==> src/axil_periph_pkg.sv <==
package axil_periph_pkg;

  // Bus widths
  localparam int unsigned ADDR_W = 32;
  localparam int unsigned DATA_W = 32;
  localparam int unsigned STRB_W = DATA_W / 8;

  // Register map, byte addresses
  localparam logic [ADDR_W-1:0] ADDR_CONTROL = 32'h0000_0000;
  localparam logic [ADDR_W-1:0] ADDR_STATUS  = 32'h0000_0004;
  localparam logic [ADDR_W-1:0] ADDR_COMPARE = 32'h0000_0008;
  localparam logic [ADDR_W-1:0] ADDR_COUNT   = 32'h0000_000C;

  // Control register bits
  localparam int unsigned CTRL_EN_BIT     = 0;
  // Write-only pulse, never stored
  localparam int unsigned CTRL_CLEAR_BIT  = 1;
  localparam int unsigned CTRL_IRQ_EN_BIT = 2;

  // Status register bits
  localparam int unsigned STAT_MATCH_BIT = 0;

  // AXI response codes
  typedef enum logic [1:0] {
    RESP_OKAY   = 2'b00,
    RESP_EXOKAY = 2'b01,
    RESP_SLVERR = 2'b10,
    RESP_DECERR = 2'b11
  } axi_resp_e;

  // Slave protocol states
  typedef enum logic [2:0] {
    ST_IDLE,
    ST_WRITE_DATA,
    ST_WRITE_RESP,
    ST_READ_ACCESS,
    ST_READ_RESP
  } slave_state_e;

  // One register write from the slave
  typedef struct packed {
    logic [ADDR_W-1:0] addr;
    logic [DATA_W-1:0] data;
    logic [STRB_W-1:0] strb;
  } reg_wr_t;

  // Register bank answer to one read
  typedef struct packed {
    logic [DATA_W-1:0] data;
    axi_resp_e         resp;
  } reg_rd_t;

endpackage

==> src/axil_periph_top.sv <==
module axil_periph_top (
  input  logic                                clk,
  input  logic                                rst,
  input  logic                                i_awvalid,
  output logic                                o_awready,
  input  logic [axil_periph_pkg::ADDR_W-1:0]  i_awaddr,
  input  logic                                i_wvalid,
  output logic                                o_wready,
  input  logic [axil_periph_pkg::DATA_W-1:0]  i_wdata,
  input  logic [axil_periph_pkg::STRB_W-1:0]  i_wstrb,
  output logic                                o_bvalid,
  input  logic                                i_bready,
  output axil_periph_pkg::axi_resp_e          o_bresp,
  input  logic                                i_arvalid,
  output logic                                o_arready,
  input  logic [axil_periph_pkg::ADDR_W-1:0]  i_araddr,
  output logic                                o_rvalid,
  input  logic                                i_rready,
  output logic [axil_periph_pkg::DATA_W-1:0]  o_rdata,
  output axil_periph_pkg::axi_resp_e          o_rresp,
  // Match interrupt
  output logic                                o_irq
);

  import axil_periph_pkg::*;

  // Slave to register bank
  logic              wr_stb;
  reg_wr_t           wr;
  axi_resp_e         wr_resp;
  logic [ADDR_W-1:0] rd_addr;
  reg_rd_t           rd;
  // Register bank to counter
  logic              count_en;
  logic              cnt_clear;
  logic [DATA_W-1:0] compare_val;
  logic [DATA_W-1:0] count;
  logic              match;

  axil_slave u_slave (
    .clk       (clk),
    .rst       (rst),
    .i_awvalid (i_awvalid),
    .o_awready (o_awready),
    .i_awaddr  (i_awaddr),
    .i_wvalid  (i_wvalid),
    .o_wready  (o_wready),
    .i_wdata   (i_wdata),
    .i_wstrb   (i_wstrb),
    .o_bvalid  (o_bvalid),
    .i_bready  (i_bready),
    .o_bresp   (o_bresp),
    .i_arvalid (i_arvalid),
    .o_arready (o_arready),
    .i_araddr  (i_araddr),
    .o_rvalid  (o_rvalid),
    .i_rready  (i_rready),
    .o_rdata   (o_rdata),
    .o_rresp   (o_rresp),
    .o_wr_stb  (wr_stb),
    .o_wr      (wr),
    .i_wr_resp (wr_resp),
    // Reads have no side effects in the register bank
    .o_rd_stb  (),
    .o_rd_addr (rd_addr),
    .i_rd      (rd)
  );

  reg_bank u_regs (
    .clk         (clk),
    .rst         (rst),
    .i_wr_stb    (wr_stb),
    .i_wr        (wr),
    .o_wr_resp   (wr_resp),
    .i_rd_addr   (rd_addr),
    .o_rd        (rd),
    .i_count     (count),
    .i_match     (match),
    .o_count_en  (count_en),
    .o_cnt_clear (cnt_clear),
    .o_compare   (compare_val),
    .o_irq       (o_irq)
  );

  event_counter u_counter (
    .clk       (clk),
    .rst       (rst),
    .i_en      (count_en),
    .i_clear   (cnt_clear),
    .i_compare (compare_val),
    .o_count   (count),
    .o_match   (match)
  );

endmodule

==> src/axil_slave.sv <==
module axil_slave (
  input  logic                                clk,
  input  logic                                rst,
  // Write address channel
  input  logic                                i_awvalid,
  output logic                                o_awready,
  input  logic [axil_periph_pkg::ADDR_W-1:0]  i_awaddr,
  // Write data channel
  input  logic                                i_wvalid,
  output logic                                o_wready,
  input  logic [axil_periph_pkg::DATA_W-1:0]  i_wdata,
  input  logic [axil_periph_pkg::STRB_W-1:0]  i_wstrb,
  // Write response channel
  output logic                                o_bvalid,
  input  logic                                i_bready,
  output axil_periph_pkg::axi_resp_e          o_bresp,
  // Read address channel
  input  logic                                i_arvalid,
  output logic                                o_arready,
  input  logic [axil_periph_pkg::ADDR_W-1:0]  i_araddr,
  // Read data channel
  output logic                                o_rvalid,
  input  logic                                i_rready,
  output logic [axil_periph_pkg::DATA_W-1:0]  o_rdata,
  output axil_periph_pkg::axi_resp_e          o_rresp,
  // Register bank side
  output logic                                o_wr_stb,
  output axil_periph_pkg::reg_wr_t            o_wr,
  input  axil_periph_pkg::axi_resp_e          i_wr_resp,
  output logic                                o_rd_stb,
  output logic [axil_periph_pkg::ADDR_W-1:0]  o_rd_addr,
  input  axil_periph_pkg::reg_rd_t            i_rd
);

  import axil_periph_pkg::*;

  slave_state_e      state;
  logic [ADDR_W-1:0] addr_q;
  logic              aw_hs;
  logic              ar_hs;
  logic              w_hs;

  // Channel handshakes, write wins a tie with read
  assign aw_hs = (state == ST_IDLE) && i_awvalid && o_awready;
  assign ar_hs = (state == ST_IDLE) && i_arvalid && o_arready && !aw_hs;
  assign w_hs  = (state == ST_WRITE_DATA) && i_wvalid && o_wready;

  // Register access strobes
  assign o_wr_stb  = w_hs;
  assign o_rd_stb  = (state == ST_READ_ACCESS);
  assign o_rd_addr = addr_q;
  // Write payload goes straight through with the latched address
  assign o_wr = '{addr: addr_q, data: i_wdata, strb: i_wstrb};

  // Handshake FSM
  always_ff @(posedge clk) begin
    if (rst) begin
      state     <= ST_IDLE;
      o_awready <= 1'b0;
      o_arready <= 1'b0;
      o_wready  <= 1'b0;
      o_bvalid  <= 1'b0;
      o_rvalid  <= 1'b0;
    end else begin
      case (state)
        ST_IDLE: begin
          if (aw_hs) begin
            // Close both address channels for the whole write
            o_awready <= 1'b0;
            o_arready <= 1'b0;
            o_wready  <= 1'b1;
            state     <= ST_WRITE_DATA;
          end else if (ar_hs) begin
            o_awready <= 1'b0;
            o_arready <= 1'b0;
            state     <= ST_READ_ACCESS;
          end else begin
            o_awready <= 1'b1;
            o_arready <= 1'b1;
          end
        end
        ST_WRITE_DATA: begin
          // Register write happens on this edge
          if (w_hs) begin
            o_wready <= 1'b0;
            o_bvalid <= 1'b1;
            state    <= ST_WRITE_RESP;
          end
        end
        ST_WRITE_RESP: begin
          // Hold bvalid until the master takes it
          if (i_bready) begin
            o_bvalid  <= 1'b0;
            o_awready <= 1'b1;
            o_arready <= 1'b1;
            state     <= ST_IDLE;
          end
        end
        ST_READ_ACCESS: begin
          // Read data captured this cycle
          o_rvalid <= 1'b1;
          state    <= ST_READ_RESP;
        end
        ST_READ_RESP: begin
          if (i_rready) begin
            o_rvalid  <= 1'b0;
            o_awready <= 1'b1;
            o_arready <= 1'b1;
            state     <= ST_IDLE;
          end
        end
        default: state <= ST_IDLE;
      endcase
    end
  end

  // Address and response payloads
  always_ff @(posedge clk) begin
    if (aw_hs) begin
      addr_q <= i_awaddr;
    end else if (ar_hs) begin
      addr_q <= i_araddr;
    end
    // Response code of the write just done
    if (o_wr_stb) begin
      o_bresp <= i_wr_resp;
    end
    // Read data and code held until the R transfer
    if (o_rd_stb) begin
      o_rdata <= i_rd.data;
      o_rresp <= i_rd.resp;
    end
  end

endmodule

==> src/event_counter.sv <==
module event_counter (
  input  logic                                clk,
  input  logic                                rst,
  // Count enable level
  input  logic                                i_en,
  // Single cycle clear pulse
  input  logic                                i_clear,
  input  logic [axil_periph_pkg::DATA_W-1:0]  i_compare,
  output logic [axil_periph_pkg::DATA_W-1:0]  o_count,
  output logic                                o_match
);

  import axil_periph_pkg::*;

  logic [DATA_W-1:0] count_next;
  logic              count_hit;

  // Next count value, wraps at full width
  assign count_next = o_count + 1'b1;

  // Current count sits on the compare value
  assign count_hit = (o_count == i_compare);

  always_ff @(posedge clk) begin
    if (rst) begin
      o_count <= '0;
      o_match <= 1'b0;
    end else if (i_clear) begin
      // Clear beats counting
      o_count <= '0;
      o_match <= 1'b0;
    end else if (i_en) begin
      o_count <= count_next;
      // Sticky until the next clear
      if (count_hit) begin
        o_match <= 1'b1;
      end
    end
  end

endmodule

==> src/reg_bank.sv <==
module reg_bank (
  input  logic                                clk,
  input  logic                                rst,
  input  logic                                i_wr_stb,
  input  axil_periph_pkg::reg_wr_t            i_wr,
  output axil_periph_pkg::axi_resp_e          o_wr_resp,
  input  logic [axil_periph_pkg::ADDR_W-1:0]  i_rd_addr,
  output axil_periph_pkg::reg_rd_t            o_rd,
  input  logic [axil_periph_pkg::DATA_W-1:0]  i_count,
  input  logic                                i_match,
  output logic                                o_count_en,
  output logic                                o_cnt_clear,
  output logic [axil_periph_pkg::DATA_W-1:0]  o_compare,
  output logic                                o_irq
);

  import axil_periph_pkg::*;

  logic [DATA_W-1:0] control_q;
  logic [DATA_W-1:0] compare_q;
  logic [DATA_W-1:0] control_next;
  logic              hit_control;
  logic              hit_compare;

  // Replace only the bytes whose strobe is set
  function automatic logic [DATA_W-1:0] merge_bytes(input logic [DATA_W-1:0] old_val,
                                                    input logic [DATA_W-1:0] new_val,
                                                    input logic [STRB_W-1:0] strb);
    logic [DATA_W-1:0] result;
    result = old_val;
    for (int i = 0; i < STRB_W; i++) begin
      if (strb[i]) begin
        result[8*i +: 8] = new_val[8*i +: 8];
      end
    end
    return result;
  endfunction

  // Write decode, only two writable registers
  assign hit_control = (i_wr.addr == ADDR_CONTROL);
  assign hit_compare = (i_wr.addr == ADDR_COMPARE);
  assign o_wr_resp   = (hit_control || hit_compare) ? RESP_OKAY : RESP_DECERR;

  // Clear bit is a pulse and never stored
  always_comb begin
    control_next                 = merge_bytes(control_q, i_wr.data, i_wr.strb);
    control_next[CTRL_CLEAR_BIT] = 1'b0;
  end

  always_ff @(posedge clk) begin
    if (rst) begin
      control_q   <= '0;
      compare_q   <= '0;
      o_cnt_clear <= 1'b0;
      o_irq       <= 1'b0;
    end else begin
      if (i_wr_stb && hit_control) begin
        control_q <= control_next;
      end
      if (i_wr_stb && hit_compare) begin
        compare_q <= merge_bytes(compare_q, i_wr.data, i_wr.strb);
      end
      // One cycle clear when byte 0 is written with bit 1 set
      o_cnt_clear <= i_wr_stb && hit_control && i_wr.strb[0] && i_wr.data[CTRL_CLEAR_BIT];
      // Interrupt follows match one cycle late
      o_irq <= i_match && control_q[CTRL_IRQ_EN_BIT];
    end
  end

  assign o_count_en = control_q[CTRL_EN_BIT];
  assign o_compare  = compare_q;

  // Read mux, unmapped reads give zero data
  always_comb begin
    o_rd.data = '0;
    o_rd.resp = RESP_OKAY;
    case (i_rd_addr)
      ADDR_CONTROL: o_rd.data = control_q;
      ADDR_STATUS:  o_rd.data[STAT_MATCH_BIT] = i_match;
      ADDR_COMPARE: o_rd.data = compare_q;
      ADDR_COUNT:   o_rd.data = i_count;
      default:      o_rd.resp = RESP_DECERR;
    endcase
  end

endmodule

==> config.mk <==
export PLATFORM = sky130hd
export DESIGN_NAME = axil_periph_top
export DESIGN_NICKNAME = d
export VERILOG_FILES = /design/src/axil_periph_pkg.sv /design/src/axil_periph_top.sv /design/src/axil_slave.sv /design/src/event_counter.sv /design/src/reg_bank.sv
export SDC_FILE = /design/constraint.sdc
export NUM_CORES = 1
export LEC_CHECK = 0
export BUFFER_PORTS_ARGS = -buffer_cell sky130_fd_sc_hd__buf_2
export CAP_MARGIN = 20
export CORE_MARGIN = 5
export CORE_UTILIZATION = 55
export CTS_CLUSTER_DIAMETER = 80
export CTS_CLUSTER_SIZE = 20
export DETAILED_ROUTE_END_ITERATION = 16
export PLACE_DENSITY = 0.8
export SLEW_MARGIN = 20
export SYNTH_ARGS = -nofsm -noshare
export SYNTH_HDL_FRONTEND = slang
export SYNTH_SLANG_ARGS = --single-unit
==> constraint.sdc <==
create_clock -name clk -period 2.7 [get_ports clk]
set_input_delay 0.27 -clock clk [delete_from_list [all_inputs] [get_ports clk]]
set_output_delay 0.27 -clock clk [all_outputs]
set_load 0.01 [all_outputs]
==> results.cfg, run 1 <==
[outcome]
status = finished clean

[routing]
via_count = 5987
drc_errors = 0
drtAntennaViolNets = 0
routed_wl_um = 18500
drt-initial-drc-count = 532
wl_per_cell_um = 17.8
via_per_inst = 5.73
first_pass_iters = 6

[pwr]
leakage_nw = 3.57
powerDensity_nw_per_um2 = 600
ir_drop_v = 0.000412

[floorplanning]
die_y_um = 128
dieArea_um2 = 16300
fp.dieW_um = 128
coreArea_um2 = 13700
core.rowCount = 43
start_util_pct = 55.5
boundaryPins = 149

[hold_path]
hp-start = i_wdata[9]
hp-class = in2reg

[worst_setup_path]
r2r-start = u_slave.o_rd_addr[0]
cp-startpoint = u_slave.o_rd_addr[0]
reg2reg_to = u_slave.o_rdata[31]
critPathMaxStageDelay_ns = 0.41
endpoint = u_slave.o_rdata[31]
worstPathRequired_ns = 3.00
worstSetupStartpointType = register
crit_path_max_fanout = 31
cpLargestDelayFamily = simple AND/OR/NAND/NOR gates
endpoint_kind = register
path_cells = nor4_1, nand2_1, nor4_4, buf_4, a222oi_1, inv_1
r2r_setup_slack_ns = 0.55
crit_buf_inv = 2
worstSetupPathType = reg2reg
cp.depth = 6
arrival_ns = 2.45
r2r_cells = 6
critPathSlowestCell = buf_4

[grt]
grt_pass1_vias = 5989
grt_pass1_wl_um = 30200
track_usage_pct = 23.6
grt_overflow_total = 0
grt_max_degree = 44
antenna_found_initial = 1

[clock_network]
clock_latency_ns = 0.43
htreeDepth = 4
clock-root-buffer = clkbuf_16
numClockSinks = 171
cts_buffers = 17
clk_pin_slew_worst_paths_ns = 0.06
post-cts-setup-buffer-count = 0
hold_buffers = 0
cts_buffer_depth = 2
cts_tree = done
cts_resized = 0

[sta]
worst_pin_slew_ns = 0.588
max_clock_freq_mhz = 464
hold_viol_final = 0
relSlewSlack_pct = 60.8
finClkSkew_ns = 0.00794
setup_viol = 0
period_needed_ns = 2.15
grt_setup_unrepaired = false
tns_ns = 0
drv_slew = 0
post-route-period-util_pct = 79.8

[cells_and_area]
drive_gt1_share_pct = 27.8
area_growth_pct = 18.6
final_common_cell = buf_2
fin_nets = 959
final_cell_mix = 148 x buf_2, 105 x dfxtp_1, 66 x edfxtp_1
diodes = 0
postLayoutCoreUtil_pct = 65.8

[logic_synthesis]
synth-seq-cells = 171
synthFlopType = dfxtp_1
async_flop_share_pct = 0
synth.top_cells.by_area = dfxtp_1 28%, edfxtp_1 26%, mux2_2 4.7%
synth.top_cell.area_share_pct = 27.6
synth_edf_count = 66
syn_area_per_cell_um2 = 10.7
synth_nets = 821
netlist_area_um2 = 7610
yosysSeqAreaShare_pct = 53.6
ys_types = 48
yosysWarnings = 0
netlist_instances = 713
post-synth-top-area-cell = dfxtp_1

[place]
hpwl_um = 12800
gp_congestion = 0.902
port_buffers = 148

[run]
maxCapViolCount = 0
## report_power, final
group | leakage [nW] | internal [mW] | switching [mW] | total [mW]
logic | 1.80 | 0.163 | 0.185 | 0.349
clock network | 0.257 | 1.25 | 0.986 | 2.24
registers | 1.51 | 2.79 | 0.0477 | 2.83
## kinds of logic after synthesis
family | count (synthesis) | share of synthesized area, %
buf+inv | 86 | 5.46
simple gates | 244 | 16.8
xor+xnor | 57 | 6.56
mux | 65 | 9.24
flops | 171 | 53.6
compound gates | 89 | 8.10
fa+ha+maj | 1 | 0.164
## flip-flops by register name, summed over array words and instances (netlist names)
signal	flops
u_counter.o_count	32
u_counter.o_match	1
u_regs.control_q	31
u_regs.o_cnt_clear	1
u_regs.o_compare	32
u_regs.o_irq	1
u_slave.o_awready	1
u_slave.o_bresp	1
u_slave.o_bvalid	1
u_slave.o_rd_addr	32
u_slave.o_rdata	32
u_slave.o_rresp	1
u_slave.o_rvalid	1
u_slave.o_wready	1
u_slave.state	3
## Yosys cell counts, types with 2 or more instances
library cell	n
dfxtp_1	105
edfxtp_1	66
nor2_1	64
nand2_1	52
a21oi_1	43
nand3_1	41
xnor2_1	40
inv_1	39
mux2_2	32
mux2i_1	32
a222oi_1	30
nand4_1	17
xor2_1	17
clkbuf_1	15
buf_2	14
buf_4	12
nor3_1	12
and3_1	9
nor4_1	9
o21ai_0	8
and4_1	6
or3_1	6
and2_1	5
buf_6	4
nor4_2	4
nor4b_1	4
nor4b_2	4
buf_1	2
nor2b_1	2
## worst register-to-register path: cells and delay by family (launching register included)
kind | cells | cell delay [ns]
compound gates | 1 | 0.19
flops | 1 | 0.36
simple gates | 3 | 0.99
buf+inv | 2 | 0.49
## stage by stage
step / cell area (µm²) / hold WS [ns] / total power [mW] / std cells / setup slack [ns]
floorplan: 7610 / 0.417 / 3.09 / 713 / 0.344
global placement: 8500 / 0.450 / 3.23 / 1012 / 0.668
detailed placement: 8500 / 0.455 / 3.24 / 1012 / 0.580
CTS: 9030 / 0.0779 / 5.44 / 1044 / 0.550
global route: 9030 / 0.0979 / 5.60 / 1044 / 0.312
finish: 9030 / 0.0960 / 5.42 / 1044 / 0.547
## worst min path at each step
stage,slack [ns],end,cells after the start
2_1_floorplan,0.42,u_regs.control_q[10],2
3_3_place_gp,0.45,u_slave.o_bvalid,2
3_5_place_dp,0.46,u_regs.o_irq,2
4_1_cts,0.08,u_regs.control_q[9],3
5_1_grt,0.1,u_regs.control_q[9],3
6_report,0.1,u_regs.control_q[9],3
## per-layer routing
layer  vias to the layer above  global-route usage, %  share of wire [%]
li1                       2852                      -                  -
met1                      2817                   31.0                 41
met2                       281                   37.6                 47
met3                        35                   6.67                9.4
met4                         2                   8.43                2.4
met5                         -                      0              0.070
## area by class of cell
type	count	area (µm²)
clock buffers	18	429
clock inverters	14	106
fillers	1102	4690
inverters	39	146
multi-input cells	456	3130
flip-flops and latches	171	4080
well taps	180	225
repair buffers	166	913
Power figures use the tool's default switching activity.
==> inputs of run 2 (changes only) <==
- ABC_AREA: unset -> 1
- CORE_UTILIZATION: 55 -> 51
- PLACE_DENSITY: 0.8 -> 0.77
- clock period: 2.7 -> 1.9 ns (I/O delays scaled with it)
==> run 2 against run 1 <==
  * Count of clock-buffer cells in the layout is 1 higher
  * Worst hold slack worse by 0.085 ns
  * Largest cell class unchanged
  * Sequential power increased by 54%
  * Clock skew is 0.0013 ns lower
  * Global-route usage grew 0.53 points
  * Area after synthesis is 8.6% higher
  * Via count increased by 30%
  * Die area rose by 16%
  * Synthesized cell count is 55% higher
  * Critical endpoint is now u_regs.control_q[31]
==> results.cfg, run 2 <==
[outcome]
status = finished clean

[place]
place_area_um2 = 9300
port_buffers = 148
gp_congestion = 0.925
hpwl_um = 16000
placed_cells = 1449

[floorplanning]
dieArea_um2 = 18900
coreArea_um2 = 15900
start_util_pct = 52.0
boundaryPins = 149
fp.dieW_um = 137
die_y_um = 137
core.rowCount = 46

[routing]
first_pass_iters = 5
routed_wl_um = 22000
drtAntennaViolNets = 0
wl_per_cell_um = 14.8
drt-initial-drc-count = 868
via_count = 7801
drc_errors = 0
via_per_inst = 5.25

[clock_network]
htreeDepth = 4
numClockSinks = 171
cts_tree = done
clock-root-buffer = clkbuf_16
clk_pin_slew_worst_paths_ns = 0.06
clock_latency_ns = 0.43
cts_buffer_depth = 2
cts_buffers = 17

[logic_synthesis]
synth_mux_area_share_pct = 0
synth_compound_area_share_pct = 5.34
yosysWarnings = 0
async_flop_share_pct = 0
synth.most_common_cell = nand2_1
synth.top_cells.by_area = dfxtp_1 25%, edfxtp_1 24%, nand2_1 17%
synth_top_family_by_area = simple AND/OR/NAND/NOR gates
post-synth-top-area-cell = dfxtp_1
ys_types = 32
yosys-top-cells-count = 373 x nand2_1, 130 x nor2_1, 105 x dfxtp_1, 101 x nand3_1, 82 x inv_1
yosys.area_share.simple_pct = 35.9
synth-seq-cells = 171
synthFlopType = dfxtp_1
synth_edf_count = 66
netlist_area_um2 = 8270
netlist_instances = 1103
synth_nets = 1211
synthAdderAreaFrac_pct = 0.151
synthXorXnorAreaFrac_pct = 1.91
synth.top_cell.area_share_pct = 25.4
syn_area_per_cell_um2 = 7.50
yosysSeqAreaShare_pct = 49.4

[worst_setup_path]
crit_buf_inv = 2
crit_path_max_fanout = 19
r2r_setup_slack_ns = 0.13
path_common_cell = buf_4
cpLargestDelayFamily = simple AND/OR/NAND/NOR gates
r2r-start = u_slave.o_rd_addr[1]
path_cells = nor2_2, nand3_1, nor2_1, nand2_1, nor2_4, buf_4, buf_4, nand4_1, a21oi_1
endpoint_kind = register
critPathMaxStageDelay_ns = 0.37
worstSetupPathType = reg2reg
worstSetupStartpointType = register
r2r_cells = 9
arrival_ns = 2.13
reg2reg_to = u_regs.control_q[31]
critPathSlowestCell = edfxtp_1
worstPathRequired_ns = 2.26

[hold_path]
hp-start = i_wdata[1]
holdPathStages = 3
min_to = u_regs.o_compare[1]
hp-class = in2reg

[sta]
max_clock_freq_mhz = 564
relSlewSlack_pct = 61.0
hold_viol_final = 0
worst_pin_slew_ns = 0.584
setup_viol = 0
drv_slew = 0
period_needed_ns = 1.77
post-route-period-util_pct = 93.4
tns_ns = 0
finClkSkew_ns = 0.00663

[grt]
grt_pass1_wl_um = 35500
track_usage_pct = 24.1
grt_max_degree = 40
grt_overflow_total = 0
antenna_found_initial = 1
grt_pass1_vias = 7260

[cells_and_area]
fin_nets = 1365
multi_input_area_um2 = 3630
diodes = 0
area_growth_pct = 20.6
drive_gt1_share_pct = 18.8
final_area_um2 = 9970
fillers = 1400
seqCellArea_um2 = 4080
fin_cells = 1486
final_cell_mix = 373 x nand2_1, 148 x buf_2, 130 x nor2_1
final_common_cell = nand2_1

[pwr]
power_mw = 8.83
ir_drop_v = 0.000639
powerDensity_nw_per_um2 = 886
leakage_nw = 4.16

[run]
maxCapViolCount = 0
[run 2: cell types whose count changed after synthesis, sizes merged, moves of 13 or more]
| cell | previous run | this run |
|---|---|---|
| nand2 | 52 | 374 |
| nor2 | 64 | 137 |
| nand3 | 41 | 105 |
| inv | 39 | 84 |
| nand4 | 18 | 51 |
| mux2 | 32 | 0 |
| mux2i | 32 | 0 |
| a222oi | 30 | 0 |
| xnor2 | 40 | 10 |
| a21oi | 43 | 62 |
| nor4 | 14 | 1 |
[run 2: kinds of logic after synthesis]
logic type / Yosys count
adder cells (fa/ha/maj): 1
AND/OR/NAND/NOR: 692
XOR/XNOR: 18
buffers and inverters: 135
flip-flops: 171
AO/OA/AOI/OAI: 86
[run 2: metrics by stage]
step	hold WS, ns	utilization (%)	setup slack (ns)
floorplan	0.318	-	-0.0265
global placement	0.434	58.6	0.0316
detailed placement	0.439	58.6	-0.0194
CTS	0.00450	62.3	-0.0376
global route	0.00876	62.8	-0.00160
finish	0.0114	62.8	0.126
[run 2: layout make-up]
cell class | count | area share [%]
clock buffers | 19 | 4.56
clock inverters | 13 | 1.18
inverters | 85 | 3.20
multi-input cells | 797 | 36.4
flip-flops and latches | 171 | 41.0
well taps | 216 | 2.71
repair buffers | 185 | 11.0
[run 2: repair_timing]
| action | 4_1_cts | 5_1_grt |
|---|---|---|
| endpoints found under the hold margin | 2 | 0 |
| setup buffers | 0 | 3 |
| gates resized for setup | 1 | 4 |
| setup endpoints to repair | 8 | 91 |
| hold buffers | 2 | 0 |
| pin swaps | 0 | 2 |
[run 2: metal layers]
layer	track usage, %	part of all wire [%]	vias up
met5	0	0.032	-
met3	5.66	8.9	40
met1	31.8	42	3517
met2	39.4	47	325
li1	-	-	3917
met4	7.76	1.9	2
[run 2: worst max-delay path by stage]
stage	startpoint	endpoint	slack, ns	depth (start not counted)
after floorplan	u_slave.state[2]	u_slave.o_rd_addr[0]	-0.03	5
after global placement	u_slave.o_rd_addr[29]	u_regs.control_q[10]	0.03	8
after detailed placement	u_slave.o_rd_addr[1]	u_regs.control_q[10]	-0.02	8
after CTS	u_slave.o_rd_addr[1]	u_regs.control_q[31]	-0.04	8
after global routing	u_counter.o_count[0]	u_counter.o_count[17]	-0.002	7
final	u_slave.o_rd_addr[1]	u_regs.control_q[31]	0.13	9
[run 2: where the power goes]
part | switching [mW] | total, mW | internal [mW]
registers | 0.113 | 4.35 | 4.23
logic | 0.737 | 1.12 | 0.387
clock network | 1.47 | 3.36 | 1.89
[run 2: worst reg2reg max path: cells and delay by family (launching register included)]
family | cells | cell delay [ns]
compound gates | 1 | 0.17
buf+inv | 2 | 0.36
flops | 1 | 0.37
simple gates | 6 | 0.81
==> inputs of run 3 (changes only) <==
- CORE_UTILIZATION: 51 -> 56
- PLACE_DENSITY: 0.77 -> 0.8
- clock period: 1.9 -> 1.75 ns (I/O delays scaled with it)
==> run 3 against run 2 <==
  * Register-to-register slack worse by 0.08 ns
  * Final area up 6.4%
  * Largest cell class unchanged
  * Combinational power up 18%
  * Sequential share of layout area is 2.4 points lower
  * Count of clock-buffer cells in the layout up 3
  * Worst hold slack improved by 0.0023 ns
  * Critical endpoint is now u_regs.o_compare[30]
  * Sequential cell count did not move
  * Clock skew grew 0.0025 ns
  * Highest routed layer unchanged
  * Fmax is 4.4% higher
  * Wire length up 10%
==> results.cfg, run 3 (synthesis results as in run 2) <==
[outcome]
status = finished clean

[worst_setup_path]
worstSetupStartpointType = register
critPathSlowestCell = edfxtp_1
endpoint_kind = register
critPathMaxStageDelay_ns = 0.41
path_common_cell = nand2_1
r2r-start = u_slave.o_rd_addr[1]
r2r_setup_slack_ns = 0.05
crit_path_max_fanout = 15
worstPathRequired_ns = 2.11
r2r_cells = 11
worstSetupPathType = reg2reg
path_cells = nor2_4, nand3_1, nor2_1, nand2_1, nor2_4, buf_12, nand3_1, buf_6, nand2_1, nand2_1, nor2_1
arrival_ns = 2.06
reg2reg_to = u_regs.o_compare[30]

[clock_network]
htreeDepth = 4
clk_pin_slew_worst_paths_ns = 0.06
cts_buffer_depth = 2
cts_buffers = 17
numClockSinks = 171
cts_tree = done
clock_latency_ns = 0.43
clock-root-buffer = clkbuf_16

[cells_and_area]
area_growth_pct = 28.3
final_cell_mix = 370 x nand2_1, 148 x buf_2, 122 x nor2_1
final_common_cell = nand2_1
fin_nets = 1401
drive_gt1_share_pct = 21.0

[sta]
grt_setup_unrepaired = true
setup_viol = 0
worst_pin_slew_ns = 0.596
post-route-period-util_pct = 97.1
relSlewSlack_pct = 60.3
max_clock_freq_mhz = 588
tns_ns = 0
finClkSkew_ns = 0.00912
period_needed_ns = 1.70
drv_slew = 0
hold_viol_final = 0

[pwr]
power_mw = 10.5
powerDensity_nw_per_um2 = 986
leakage_nw = 4.48
ir_drop_v = 0.000792

[floorplanning]
core.rowCount = 44
die_y_um = 132
coreArea_um2 = 14500
boundaryPins = 149
start_util_pct = 56.9
dieArea_um2 = 17300
fp.dieW_um = 132

[grt]
antenna_found_initial = 3
grt_pass1_vias = 7675
grt_pass1_wl_um = 37800
grt_overflow_total = 0
track_usage_pct = 26.6
grt_max_degree = 39

[routing]
wl_per_cell_um = 16.2
first_pass_iters = 6
routed_wl_um = 24200
drc_errors = 0
via_per_inst = 5.57
via_count = 8307
drtAntennaViolNets = 0
drt-initial-drc-count = 1032

[hold_path]
holdPathStages = 3
hp-start = i_awaddr[19]
hp-class = in2reg
min_to = u_slave.o_rd_addr[19]

[place]
port_buffers = 148
hpwl_um = 16500
gp_congestion = 0.932

[run]
maxCapViolCount = 0
## run 3: cell count changes in the layout (fill, tap and decap cells not counted), sizes merged
cell and change:
clkinv -5, inv -2, bufinv +4, clkbuf +5
diode +1, buf +13, dlygate4sd3 +21
## run 3: metrics by stage
step / setup slack, ns / hold slack [ns] / util, % / cell area [µm²] / cells
2_1_floorplan: 0.0122 / 0.303 / - / 8280 / 1103
3_3_place_gp: 0.00956 / 0.418 / 64.8 / 9420 / 1429
3_5_place_dp: -0.149 / 0.423 / 64.8 / 9420 / 1429
4_1_cts: 0.000287 / 0.0000946 / 71.5 / 10400 / 1485
5_1_grt: -0.0487 / 0.0204 / 73.0 / 10600 / 1490
6_report: 0.0499 / 0.0137 / 73.0 / 10600 / 1491
## run 3: routing by layer
layer	track usage, %	share of wire [%]	vias to the layer above
met1	33.5	38	3743
met5	0	0.11	-
met2	44.1	48	489
met4	10.3	3.2	6
met3	6.73	11	80
li1	-	-	3989
## run 3: report_power, final
part / switching (mW) / total, mW / internal, mW
logic: 0.832 / 1.32 / 0.493
registers: 0.146 / 4.75 / 4.60
clock network: 1.57 / 4.38 / 2.81
## run 3: timing repair
item	in CTS	in global routing
gates cloned	0	2
resized for setup	5	37
setup buffers	1	3
pin swaps	2	4
hold buffers	23	0
hold endpoints to repair	23	0
endpoints found under the setup margin	86	103
## run 3: cell type report
type / instances / area, µm²
Antenna cell: 1 / 2.50
Timing Repair Buffer: 221 / 1530
Multi-Input combinational cell: 797 / 3730
Tap cell: 184 / 230
Sequential cell: 171 / 4090
Clock buffer: 22 / 517
Inverter: 85 / 319
Clock inverter: 10 / 180
Fill cell: 1100 / 3930
## run 3: worst max-delay path by stage
stage | startpoint | endpoint | depth (start not counted)
final | u_slave.o_rd_addr[1] | u_regs.o_compare[30] | 11
after global routing | u_counter.o_count[5] | u_counter.o_count[29] | 8
after CTS | u_slave.o_rd_addr[27] | u_slave.o_rresp[0] | 9
after detailed placement | u_slave.o_rd_addr[27] | u_regs.control_q[15] | 9
after global placement | u_slave.o_rd_addr[31] | u_slave.o_rdata[1] | 8
after floorplan | u_slave.state[0] | u_slave.o_rdata[0] | 2
## run 3: critical path: cells and delay by family (launching register included)
family / cells / cell delay, ns
buffers and inverters: 2 / 0.32
and+or+nand+nor: 9 / 0.91
DFF: 1 / 0.41
